===== config.mk =====
export PLATFORM = sky130hd
export DESIGN_NAME = cpu_core
export DESIGN_NICKNAME = d
export VERILOG_FILES = /design/src/isa_pkg.sv /design/src/pipe_pkg.sv /design/src/control_unit.sv /design/src/register_file.sv /design/src/alu.sv /design/src/hazard_forward.sv /design/src/cpu_core.sv
export SDC_FILE = /design/constraint.sdc
export NUM_CORES = 1
export LEC_CHECK = 0
export BUFFER_PORTS_ARGS = -buffer_cell sky130_fd_sc_hd__buf_2
export CAP_MARGIN = 20
export CORE_UTILIZATION = 35
export DETAILED_ROUTE_END_ITERATION = 12
export PLACE_DENSITY = 0.56
export REMOVE_ABC_BUFFERS = 1
export SETUP_SLACK_MARGIN = 0.4
export SYNTH_ARGS = -nofsm -noshare
export SYNTH_HDL_FRONTEND = slang
export SYNTH_SLANG_ARGS = --single-unit

===== constraint.sdc =====
create_clock -name clk -period 6.3 [get_ports clk]
set_input_delay 1.575 -clock clk [delete_from_list [all_inputs] [get_ports clk]]
set_output_delay 1.575 -clock clk [all_outputs]
set_load 0.02 [all_outputs]

===== src/isa_pkg.sv =====
package isa_pkg;

    localparam int WORD_W     = 16;
    localparam int REG_ADDR_W = 2;
    localparam int NUM_REGS   = 4;

    // Instruction field positions
    localparam int OP_HI  = 15;
    localparam int OP_LO  = 12;
    localparam int RS_HI  = 11;
    localparam int RS_LO  = 10;
    localparam int RT_HI  = 9;
    localparam int RT_LO  = 8;
    localparam int RD_HI  = 7;
    localparam int RD_LO  = 6;
    localparam int FN_HI  = 5;
    localparam int FN_LO  = 0;
    localparam int IMM_HI = 7;
    localparam int IMM_LO = 0;
    localparam int TGT_HI = 11;
    localparam int TGT_LO = 0;

    // JAL writes its return address here
    localparam logic [REG_ADDR_W-1:0] LINK_REG = 2'd2;

    typedef enum logic [3:0] {
        BNE   = 4'd0,
        BEQ   = 4'd1,
        ADI   = 4'd4,
        LHI   = 4'd6,
        LWD   = 4'd7,
        SWD   = 4'd8,
        JMP   = 4'd9,
        JAL   = 4'd10,
        RTYPE = 4'd15
    } opcode_e;

    typedef enum logic [5:0] {
        ADD    = 6'd0,
        SUB    = 6'd1,
        AND_OP = 6'd2,
        ORR    = 6'd3,
        NOT_OP = 6'd4,
        WWD    = 6'd28,
        HLT    = 6'd29
    } funct_e;

    typedef enum logic [2:0] {
        ALU_ADD,
        ALU_SUB,
        ALU_AND,
        ALU_OR,
        ALU_NOT,
        ALU_LHI
    } alu_op_e;

    // Unassigned opcode 11, decodes as a bubble
    localparam logic [WORD_W-1:0] NOP_INST = 16'hB000;

endpackage


===== src/pipe_pkg.sv =====
package pipe_pkg;

    typedef enum logic [1:0] {
        DEST_RD,
        DEST_RT,
        DEST_LINK
    } dest_sel_e;

    typedef enum logic [1:0] {
        FWD_NONE,
        FWD_WB,
        FWD_MEM
    } fwd_sel_e;

    typedef struct packed {
        isa_pkg::alu_op_e alu_op;
        logic             alu_src_imm;
        logic             mem_read;
        logic             mem_write;
        logic             reg_write;
        dest_sel_e        dest_sel;
        logic             pc_to_reg;
        logic             is_branch;
        logic             is_jump;
        logic             is_wwd;
        logic             is_halt;
        logic             valid;
    } ctrl_t;

    typedef struct packed {
        logic [isa_pkg::WORD_W-1:0] inst;
        logic [isa_pkg::WORD_W-1:0] pc_plus1;
    } if_id_t;

    typedef struct packed {
        ctrl_t                          ctrl;
        logic [isa_pkg::WORD_W-1:0]     rs_val;
        logic [isa_pkg::WORD_W-1:0]     rt_val;
        logic [isa_pkg::WORD_W-1:0]     imm;
        logic [isa_pkg::REG_ADDR_W-1:0] rs;
        logic [isa_pkg::REG_ADDR_W-1:0] rt;
        logic [isa_pkg::REG_ADDR_W-1:0] dest;
        logic [isa_pkg::WORD_W-1:0]     pc_plus1;
    } id_ex_t;

    typedef struct packed {
        ctrl_t                          ctrl;
        logic [isa_pkg::WORD_W-1:0]     alu_result;
        logic [isa_pkg::WORD_W-1:0]     store_data;
        logic [isa_pkg::REG_ADDR_W-1:0] dest;
        logic [isa_pkg::WORD_W-1:0]     pc_plus1;
        logic [isa_pkg::WORD_W-1:0]     wwd_val;
    } ex_mem_t;

    typedef struct packed {
        ctrl_t                          ctrl;
        logic [isa_pkg::WORD_W-1:0]     wb_val;
        logic [isa_pkg::REG_ADDR_W-1:0] dest;
        logic [isa_pkg::WORD_W-1:0]     wwd_val;
    } mem_wb_t;

    typedef struct packed {
        logic [isa_pkg::WORD_W-1:0] addr;
        logic [isa_pkg::WORD_W-1:0] data;
    } load_req_t;

endpackage


===== src/control_unit.sv =====
`timescale 1ns/1ps

module control_unit (
    input  logic [isa_pkg::WORD_W-1:0] inst,
    output pipe_pkg::ctrl_t            ctrl
);
    import isa_pkg::*;
    import pipe_pkg::*;

    opcode_e op;
    funct_e  fn;

    assign op = opcode_e'(inst[OP_HI:OP_LO]);
    assign fn = funct_e'(inst[FN_HI:FN_LO]);

    always_comb begin
        ctrl          = '0;
        ctrl.alu_op   = ALU_ADD;
        ctrl.dest_sel = DEST_RT;
        ctrl.valid    = 1'b1;
        case (op)
            ADI: begin
                ctrl.alu_src_imm = 1'b1;
                ctrl.reg_write   = 1'b1;
            end
            LHI: begin
                ctrl.alu_op      = ALU_LHI;
                ctrl.alu_src_imm = 1'b1;
                ctrl.reg_write   = 1'b1;
            end
            LWD: begin
                ctrl.alu_src_imm = 1'b1;
                ctrl.mem_read    = 1'b1;
                ctrl.reg_write   = 1'b1;
            end
            SWD: begin
                ctrl.alu_src_imm = 1'b1;
                ctrl.mem_write   = 1'b1;
            end
            BNE, BEQ: ctrl.is_branch = 1'b1;
            JMP:      ctrl.is_jump = 1'b1;
            JAL: begin
                ctrl.is_jump   = 1'b1;
                ctrl.reg_write = 1'b1;
                ctrl.dest_sel  = DEST_LINK;
                ctrl.pc_to_reg = 1'b1;
            end
            RTYPE: begin
                ctrl.dest_sel  = DEST_RD;
                ctrl.reg_write = fn inside {ADD, SUB, AND_OP, ORR, NOT_OP};
                case (fn)
                    ADD:     ctrl.alu_op = ALU_ADD;
                    SUB:     ctrl.alu_op = ALU_SUB;
                    AND_OP:  ctrl.alu_op = ALU_AND;
                    ORR:     ctrl.alu_op = ALU_OR;
                    NOT_OP:  ctrl.alu_op = ALU_NOT;
                    WWD:     ctrl.is_wwd = 1'b1;
                    HLT:     ctrl.is_halt = 1'b1;
                    default: ctrl.valid = 1'b0;
                endcase
            end
            // NOP_INST lands here too
            default: ctrl.valid = 1'b0;
        endcase
    end

endmodule


===== src/register_file.sv =====
`timescale 1ns/1ps

module register_file (
    input  logic                           clk,
    input  logic                           reset_n,
    input  logic [isa_pkg::REG_ADDR_W-1:0] rs_addr,
    input  logic [isa_pkg::REG_ADDR_W-1:0] rt_addr,
    output logic [isa_pkg::WORD_W-1:0]     rs_data,
    output logic [isa_pkg::WORD_W-1:0]     rt_data,
    input  logic                           wr_en,
    input  logic [isa_pkg::REG_ADDR_W-1:0] wr_addr,
    input  logic [isa_pkg::WORD_W-1:0]     wr_data
);
    import isa_pkg::*;

    logic [WORD_W-1:0] regs [NUM_REGS];

    always_ff @(posedge clk) begin
        if (reset_n) begin
            for (int i = 0; i < NUM_REGS; i++) begin
                regs[i] <= '0;
            end
        end else if (wr_en) begin
            regs[wr_addr] <= wr_data;
        end
    end

    // WB write seen by ID in the same cycle
    assign rs_data = (wr_en && wr_addr == rs_addr) ? wr_data : regs[rs_addr];
    assign rt_data = (wr_en && wr_addr == rt_addr) ? wr_data : regs[rt_addr];

endmodule


===== src/alu.sv =====
`timescale 1ns/1ps

module alu (
    input  isa_pkg::alu_op_e           op,
    input  logic [isa_pkg::WORD_W-1:0] a,
    input  logic [isa_pkg::WORD_W-1:0] b,
    output logic [isa_pkg::WORD_W-1:0] result
);
    import isa_pkg::*;

    always_comb begin
        case (op)
            ALU_ADD: result = a + b;
            ALU_SUB: result = a - b;
            ALU_AND: result = a & b;
            ALU_OR:  result = a | b;
            ALU_NOT: result = ~a;
            // Low byte of b moves to the upper byte
            ALU_LHI: result = {b[WORD_W/2-1:0], {(WORD_W/2){1'b0}}};
            default: result = '0;
        endcase
    end

endmodule


===== src/hazard_forward.sv =====
`timescale 1ns/1ps

module hazard_forward (
    input  logic [isa_pkg::WORD_W-1:0] id_inst,
    input  pipe_pkg::id_ex_t           id_ex,
    input  pipe_pkg::ex_mem_t          ex_mem,
    input  pipe_pkg::mem_wb_t          mem_wb,
    output logic                       stall,
    output pipe_pkg::fwd_sel_e         fwd_a,
    output pipe_pkg::fwd_sel_e         fwd_b,
    output pipe_pkg::fwd_sel_e         id_fwd_a,
    output pipe_pkg::fwd_sel_e         id_fwd_b
);
    import isa_pkg::*;
    import pipe_pkg::*;

    opcode_e               op;
    funct_e                fn;
    logic [REG_ADDR_W-1:0] id_rs;
    logic [REG_ADDR_W-1:0] id_rt;
    logic                  uses_rs;
    logic                  uses_rt;
    logic                  is_branch;
    logic                  load_use;
    logic                  branch_wait;

    // MEM result wins over WB
    function automatic fwd_sel_e pick(input logic [REG_ADDR_W-1:0] src);
        if (ex_mem.ctrl.reg_write && ex_mem.dest == src) begin
            return FWD_MEM;
        end
        if (mem_wb.ctrl.reg_write && mem_wb.dest == src) begin
            return FWD_WB;
        end
        return FWD_NONE;
    endfunction

    assign op    = opcode_e'(id_inst[OP_HI:OP_LO]);
    assign fn    = funct_e'(id_inst[FN_HI:FN_LO]);
    assign id_rs = id_inst[RS_HI:RS_LO];
    assign id_rt = id_inst[RT_HI:RT_LO];

    assign is_branch = (op == BNE) || (op == BEQ);
    assign uses_rs   = op inside {ADI, LWD, SWD, BNE, BEQ, RTYPE};
    assign uses_rt   = (op inside {SWD, BNE, BEQ})
                    || (op == RTYPE && fn inside {ADD, SUB, AND_OP, ORR});

    assign load_use = id_ex.ctrl.mem_read
                   && ((uses_rs && id_ex.dest == id_rs) || (uses_rt && id_ex.dest == id_rt));

    // Comparator in ID cannot see a result still in EX
    assign branch_wait = is_branch && id_ex.ctrl.reg_write
                      && (id_ex.dest == id_rs || id_ex.dest == id_rt);

    assign stall = load_use || branch_wait;

    always_comb begin
        fwd_a    = pick(id_ex.rs);
        fwd_b    = pick(id_ex.rt);
        id_fwd_a = pick(id_rs);
        id_fwd_b = pick(id_rt);
    end

endmodule


===== src/cpu_core.sv =====
`timescale 1ns/1ps

module cpu_core (
    input  logic                       clk,
    input  logic                       reset_n,
    output logic [isa_pkg::WORD_W-1:0] fetch_addr,
    input  logic [isa_pkg::WORD_W-1:0] fetch_data,
    output logic [isa_pkg::WORD_W-1:0] data_addr,
    output logic [isa_pkg::WORD_W-1:0] data_wdata,
    output logic                       data_read,
    output logic                       data_write,
    input  logic [isa_pkg::WORD_W-1:0] data_rdata,
    output logic [isa_pkg::WORD_W-1:0] output_port,
    output logic                       output_valid,
    output logic [isa_pkg::WORD_W-1:0] num_inst,
    output logic                       is_halted
);
    import isa_pkg::*;
    import pipe_pkg::*;

    logic [WORD_W-1:0]     pc;
    logic [WORD_W-1:0]     pc_plus1;
    if_id_t                if_id;
    id_ex_t                id_ex;
    ex_mem_t               ex_mem;
    mem_wb_t               mem_wb;
    logic [WORD_W-1:0]     retired;

    ctrl_t                 id_ctrl;
    logic [REG_ADDR_W-1:0] id_rs;
    logic [REG_ADDR_W-1:0] id_rt;
    logic [REG_ADDR_W-1:0] id_dest;
    logic [WORD_W-1:0]     rs_data;
    logic [WORD_W-1:0]     rt_data;
    logic [WORD_W-1:0]     id_imm;
    logic [WORD_W-1:0]     id_a;
    logic [WORD_W-1:0]     id_b;
    logic                  is_beq;
    logic                  taken;
    logic                  redirect;
    logic [WORD_W-1:0]     target;
    logic                  stall;
    fwd_sel_e              fwd_a;
    fwd_sel_e              fwd_b;
    fwd_sel_e              id_fwd_a;
    fwd_sel_e              id_fwd_b;
    logic [WORD_W-1:0]     ex_a;
    logic [WORD_W-1:0]     ex_b_reg;
    logic [WORD_W-1:0]     ex_b;
    logic [WORD_W-1:0]     alu_out;
    logic [WORD_W-1:0]     mem_val;

    function automatic logic [WORD_W-1:0] fwd_mux(
        input fwd_sel_e          sel,
        input logic [WORD_W-1:0] reg_val,
        input logic [WORD_W-1:0] mem_stage,
        input logic [WORD_W-1:0] wb_stage
    );
        case (sel)
            FWD_MEM: return mem_stage;
            FWD_WB:  return wb_stage;
            default: return reg_val;
        endcase
    endfunction

    assign fetch_addr = pc;
    assign pc_plus1   = pc + 1'b1;

    ////////////////////////////////////////////////////////////
    // Decode, register read and branch resolution

    control_unit control_unit_inst (
        .inst (if_id.inst),
        .ctrl (id_ctrl)
    );

    assign id_rs  = if_id.inst[RS_HI:RS_LO];
    assign id_rt  = if_id.inst[RT_HI:RT_LO];
    assign id_imm = {{(WORD_W-IMM_HI-1){if_id.inst[IMM_HI]}}, if_id.inst[IMM_HI:IMM_LO]};

    always_comb begin
        case (id_ctrl.dest_sel)
            DEST_RD:   id_dest = if_id.inst[RD_HI:RD_LO];
            DEST_LINK: id_dest = LINK_REG;
            default:   id_dest = id_rt;
        endcase
    end

    register_file register_file_inst (
        .clk     (clk),
        .reset_n (reset_n),
        .rs_addr (id_rs),
        .rt_addr (id_rt),
        .rs_data (rs_data),
        .rt_data (rt_data),
        .wr_en   (mem_wb.ctrl.reg_write),
        .wr_addr (mem_wb.dest),
        .wr_data (mem_wb.wb_val)
    );

    hazard_forward hazard_forward_inst (
        .id_inst  (if_id.inst),
        .id_ex    (id_ex),
        .ex_mem   (ex_mem),
        .mem_wb   (mem_wb),
        .stall    (stall),
        .fwd_a    (fwd_a),
        .fwd_b    (fwd_b),
        .id_fwd_a (id_fwd_a),
        .id_fwd_b (id_fwd_b)
    );

    assign id_a   = fwd_mux(id_fwd_a, rs_data, mem_val, mem_wb.wb_val);
    assign id_b   = fwd_mux(id_fwd_b, rt_data, mem_val, mem_wb.wb_val);
    assign is_beq = opcode_e'(if_id.inst[OP_HI:OP_LO]) == BEQ;
    assign taken  = id_ctrl.is_branch && ((id_a == id_b) == is_beq);

    // Jumps keep the upper bits of the next PC
    assign target = id_ctrl.is_jump
                  ? {if_id.pc_plus1[WORD_W-1:TGT_HI+1], if_id.inst[TGT_HI:TGT_LO]}
                  : if_id.pc_plus1 + id_imm;

    // A stalled branch resolves once its operands are ready
    assign redirect = (id_ctrl.is_jump || taken) && !stall;

    ////////////////////////////////////////////////////////////
    // Execute and memory

    assign ex_a     = fwd_mux(fwd_a, id_ex.rs_val, mem_val, mem_wb.wb_val);
    assign ex_b_reg = fwd_mux(fwd_b, id_ex.rt_val, mem_val, mem_wb.wb_val);
    assign ex_b     = id_ex.ctrl.alu_src_imm ? id_ex.imm : ex_b_reg;

    alu alu_inst (
        .op     (id_ex.ctrl.alu_op),
        .a      (ex_a),
        .b      (ex_b),
        .result (alu_out)
    );

    // Instructions behind a halt never touch memory
    assign data_addr  = ex_mem.alu_result;
    assign data_wdata = ex_mem.store_data;
    assign data_read  = ex_mem.ctrl.mem_read && !is_halted;
    assign data_write = ex_mem.ctrl.mem_write && !is_halted;

    assign mem_val = ex_mem.ctrl.mem_read  ? data_rdata
                   : ex_mem.ctrl.pc_to_reg ? ex_mem.pc_plus1
                   : ex_mem.alu_result;

    ////////////////////////////////////////////////////////////
    // Write-back and status

    assign is_halted    = mem_wb.ctrl.valid && mem_wb.ctrl.is_halt;
    assign output_valid = mem_wb.ctrl.valid && mem_wb.ctrl.is_wwd;
    assign output_port  = mem_wb.wwd_val;
    assign num_inst     = retired;

    always_ff @(posedge clk) begin
        if (reset_n) begin
            pc      <= '0;
            if_id   <= '{inst: NOP_INST, pc_plus1: '0};
            id_ex   <= '0;
            ex_mem  <= '0;
            mem_wb  <= '0;
            retired <= '0;
        end else if (!is_halted) begin
            if (redirect) begin
                pc         <= target;
                if_id.inst <= NOP_INST;
            end else if (!stall) begin
                pc    <= pc_plus1;
                if_id <= '{inst: fetch_data, pc_plus1: pc_plus1};
            end

            if (stall) begin
                id_ex <= '0;
            end else begin
                id_ex <= '{ctrl: id_ctrl, rs_val: rs_data, rt_val: rt_data, imm: id_imm,
                           rs: id_rs, rt: id_rt, dest: id_dest, pc_plus1: if_id.pc_plus1};
            end

            ex_mem <= '{ctrl: id_ex.ctrl, alu_result: alu_out, store_data: ex_b_reg,
                        dest: id_ex.dest, pc_plus1: id_ex.pc_plus1, wwd_val: ex_a};
            mem_wb <= '{ctrl: ex_mem.ctrl, wb_val: mem_val, dest: ex_mem.dest,
                        wwd_val: ex_mem.wwd_val};

            // Counted as it enters WB
            if (ex_mem.ctrl.valid) begin
                retired <= retired + 1'b1;
            end
        end
    end

    a_mem_excl: assert property (@(posedge clk) disable iff (reset_n)
        !(data_read && data_write));

    a_halt_pc: assert property (@(posedge clk) disable iff (reset_n)
        is_halted |=> $stable(pc));

endmodule


==> key figures <==
Run status
  – Status: finished clean

Critical path
  – Req. time, crit path: 6.71 ns
  – Delay of the slowest critical-path stage: a little under 0.6 ns
  – Critical path capture point type: flip-flop
  – R2R setup slack: around 0.96 ns
  – CP max-delay cell: dfxtp_2
  – Worst-path fanout max: 16
  – Reg2Reg Launch Point: mem_wb[17]
  – Critical path origin: mem_wb[17]
  – Top delay family on crit path: compound AO/OA/AOI/OAI gates
  – Worst R2R End: data_addr[11]
  – Worst Setup EP: data_addr[11]
  – Startpoint Class: flip-flop
  – Cell mode on critical path: o21ai_0
  – Worst reg-to-reg path cell count: 17
  – Buf/Inv on CP: 1
  – Critical path depth in cells: 17
  – Setup CP Type: flip-flop to flip-flop
  – Crit-path cells: xor2_1 -> or3_1 -> buf_4 -> mux2i_1 -> o21ai_0 -> mux2i_1 -> nand4_1 -> o21ai_0 -> xor2_1 -> ha_1 -> or3_1 -> o31ai_1 -> xor2_1 -> o21ai_0 -> a221o_1 -> o21ai_0 -> nor2_1
  – CP Data Arrival Time: between 5 and 6 ns

Synthesis
  – Cell count after synthesis: between 2000 and 2500
  – Area leader, netlist: dfxtp_1
  – Synth async-reset ratio: 0
  – Post-synth top area share: 0.278
  – Cell variety after synth: 80
  – Post-synth EDFFs: 64
  – Synth Warn #: 0
  – Avg Inst Size Synth: 8.39 um^2
  – Top_reg_cell synth: dfxtp_1
  – Register area share after synthesis: 0.383
  – FF+latch count, synth: around 320
  – Top cells by area, synth: dfxtp_1 28%, edfxtp_1 11%, nand2_1 7.6%
  – Mapped cell area: ~0.018 mm^2

Power
  – Net switching power: 1.88 mW
  – Tot Pwr: approximately 5.9 mW
  – Power Density: around 290 mW/mm^2
  – Peak VDD IR: between 0.1 and 0.15 mV
  – Reg power frac: 0.414
  – Leak: between 7 and 8 nW
  – Clock power share: 0.360
  – Pint: 3.99 mW
  – Combinational Power Share: 0.226
  – Switching share of power: 0.320

Clock network
  – Clock transition at path regs: approximately 0.060 ns
  – Clock Latency Late Sink: about 0.55 ns
  – Cts hold-fix bufs: 0
  – H-tree depth: 2
  – Post-CTS Setup Inserts: 0
  – Clock Sinks: around 320
  – Cts bufs inserted: 37
  – CTS tree: built
  – Cts repair resizes: 0
  – CTS Buffer Depth: 3
  – Root buf cell: clkbuf_16

Cells and area
  – Net count, final: approximately 2200
  – Commonest cells after routing, fill and taps aside: 365 x nand2_1, 260 x a21oi_1, 250 x dfxtp_1, 126 x nor2_1, 119 x nand3_1
  – Post-route insts no fill: between 2000 and 3000
  – Layout area overhead: 10.2%
  – N_diodes: 0
  – Final Util: 0.390
  – Commonest non-fill, non-tap cell in the layout: nand2_1
  – Share of layout cells above drive strength 1: 0.141

Floorplanning
  – Die width: 230 um
  – Initial Util: 0.354
  – Num rows: between 80 and 90
  – Die area: 0.0528 mm^2
  – I/O Pins: about 120
  – Core ar.: between 0.05 and 0.06 mm^2
  – Die height: 230 um

Route
  – Vias per inst: approximately 5.6
  – First DRT Iteration DRCs: about 1300
  – Post-route ant nets: 0
  – Post-route DRC violation count: 0
  – Drt pass-1 iters: 5
  – Routed via count: 15900
  – Wire length per cell: 20.1 um
  – Post-Route WL: ~57 mm

Placed design
  – Gpl congestion: about 0.90
  – DP Cell Count: ~2800
  – PortBufs: 117
  – Post-DP HPWL: a little under 40 mm

Worst hold path
  – Worst min path class: flip-flop to flip-flop

STA
  – Slew Limit Fails: 0
  – Period minus WS final: ~5.3 ns
  – Clk_skew: ~0.024 ns
  – Setup tns final: 0 ns
  – Maximum operating frequency: between 0.15 and 0.2 GHz
  – Rel. slew slack: 0.293
  – Worst Tran Pin Value: 1.05 ns
  – Final worst path period share: 0.848
  – RSZ-0062 raised after global routing: no
  – Final Hold Vio Count: 0
  – Final setup fails: 0
  – Worst hold margin: 0.445 ns

Global routing
  – Gr ovfl total: 0
  – All-layer global routing usage: 0.213
  – Initial antenna violation count: 0
  – First-pass GRT wire length: between 80 and 90 mm
  – Number of global-route vias before repair: around 15000
  – Largest net degree at the start of global routing: between 150 and 200

Flow run
  – Max-Cap Viols: 0
[cell type report]
class / count / area [um^2]
Timing Repair Buffer: 150 / 867
Inverter: 41 / 159
Sequential cell: 316 / 6970
Clock buffer: 50 / 1030
Multi-Input combinational cell: 1591 / 10000
Tap cell: 680 / 851
Clock inverter: 13 / 124
Fill cell: 5275 / 31300
[cells in the mapped netlist, drive strengths merged (4+ instances only)]
cell type and instances:
and3 27, mux4 32, a22oi 17, or3 7, maj3 13, a21o 8, o311ai 5, a211oi 18
o22ai 19, nand4 14, o21ai 76, o2111ai 4, xor2 58, o31ai 14, a221oi 13, nor3 29
mux2i 62, nand3 121, nand2 366, or2 5, buf 89, nor2b 8, nand2b 9, xnor2 47
o211ai 10, nor4 16, a31oi 8, o221a 10, a21oi 260, o22a 5, inv 40, and2 54
clkbuf 128, dfxtp 252, mux2 35, edfxtp 64, nor2 126, ha 35, a32oi 5
[metal layers]
metal	routed length (um)	up-vias	GRT usage
met5	0	-	0
met4	1260	0	0.0555
met3	3660	76	0.0299
met2	26400	514	0.345
met1	25900	7699	0.297
li1	-	7586	-
[power groups by stage]
stage               combinational [mW]  sequential, mW  clock (mW)
global placement                  1.30            2.46           0
floorplan                        0.866            2.45           0
finish                            1.32            2.43        2.11
global route                      1.46            2.45        2.24
CTS                               1.32            2.42        2.16
detailed placement                1.31            2.47           0
[per-stage QoR]
stage	setup WS (ns)	cell area (um^2)
6_report	0.957	20000
3_5_place_dp	0.560	18800
4_1_cts	0.816	20000
5_1_grt	0.432	20000
2_1_floorplan	-1.97	17100
3_3_place_gp	0.589	18800
[worst register-to-register path, stage by stage, from the launching register on]
cell     delay, ns
dfxtp_2       0.58
xor2_1        0.40
or3_1         0.42
buf_4         0.32
mux2i_1       0.22
o21ai_0       0.17
mux2i_1       0.55
nand4_1       0.33
o21ai_0       0.44
xor2_1        0.12
ha_1          0.25
or3_1         0.31
o31ai_1       0.33
xor2_1        0.17
o21ai_0       0.09
a221o_1       0.36
o21ai_0       0.08
nor2_1        0.06
[sequential cells by signal, summed over array words and instances (netlist names), named ones only]
register	count
fetch_addr	16
id_imm	8
num_inst	16
output_port	16
if_id	20
id_ex	73
id_rt	2
data_wdata	16
register_file_inst.regs	64
mem_wb	22
id_rs	2
data_addr	16
ex_mem	41
[kinds of logic (layout without fill, tap and decap cells)]
logic type / count (synthesis) / after routing / share of synthesized area
and+or+nand+nor: 800 / 800 / 0.200
AOI/OAI and AO/OA: 507 / 507 / 0.168
DFF: 316 / 316 / 0.383
buffers and inverters: 258 / 254 / 0.0666
muxes: 129 / 129 / 0.0957
xor gates and xnor gates: 105 / 105 / 0.0523
adders and majority gates: 50 / 50 / 0.0335
[how the worst min path moves through the flow]
stage	startpoint	endpoint	slack, ns	depth (start not counted)
global placement	mem_wb[36]	mem_wb[36]	0.44	2
floorplan	ex_mem[75]	ex_mem[75]	0.42	2
global route	mem_wb[36]	mem_wb[36]	0.46	2
finish	output_port[5]	output_port[5]	0.44	2
detailed placement	mem_wb[36]	mem_wb[36]	0.44	2
CTS	mem_wb[36]	mem_wb[36]	0.45	2
Note: power is estimated with default switching activity, not from simulation.
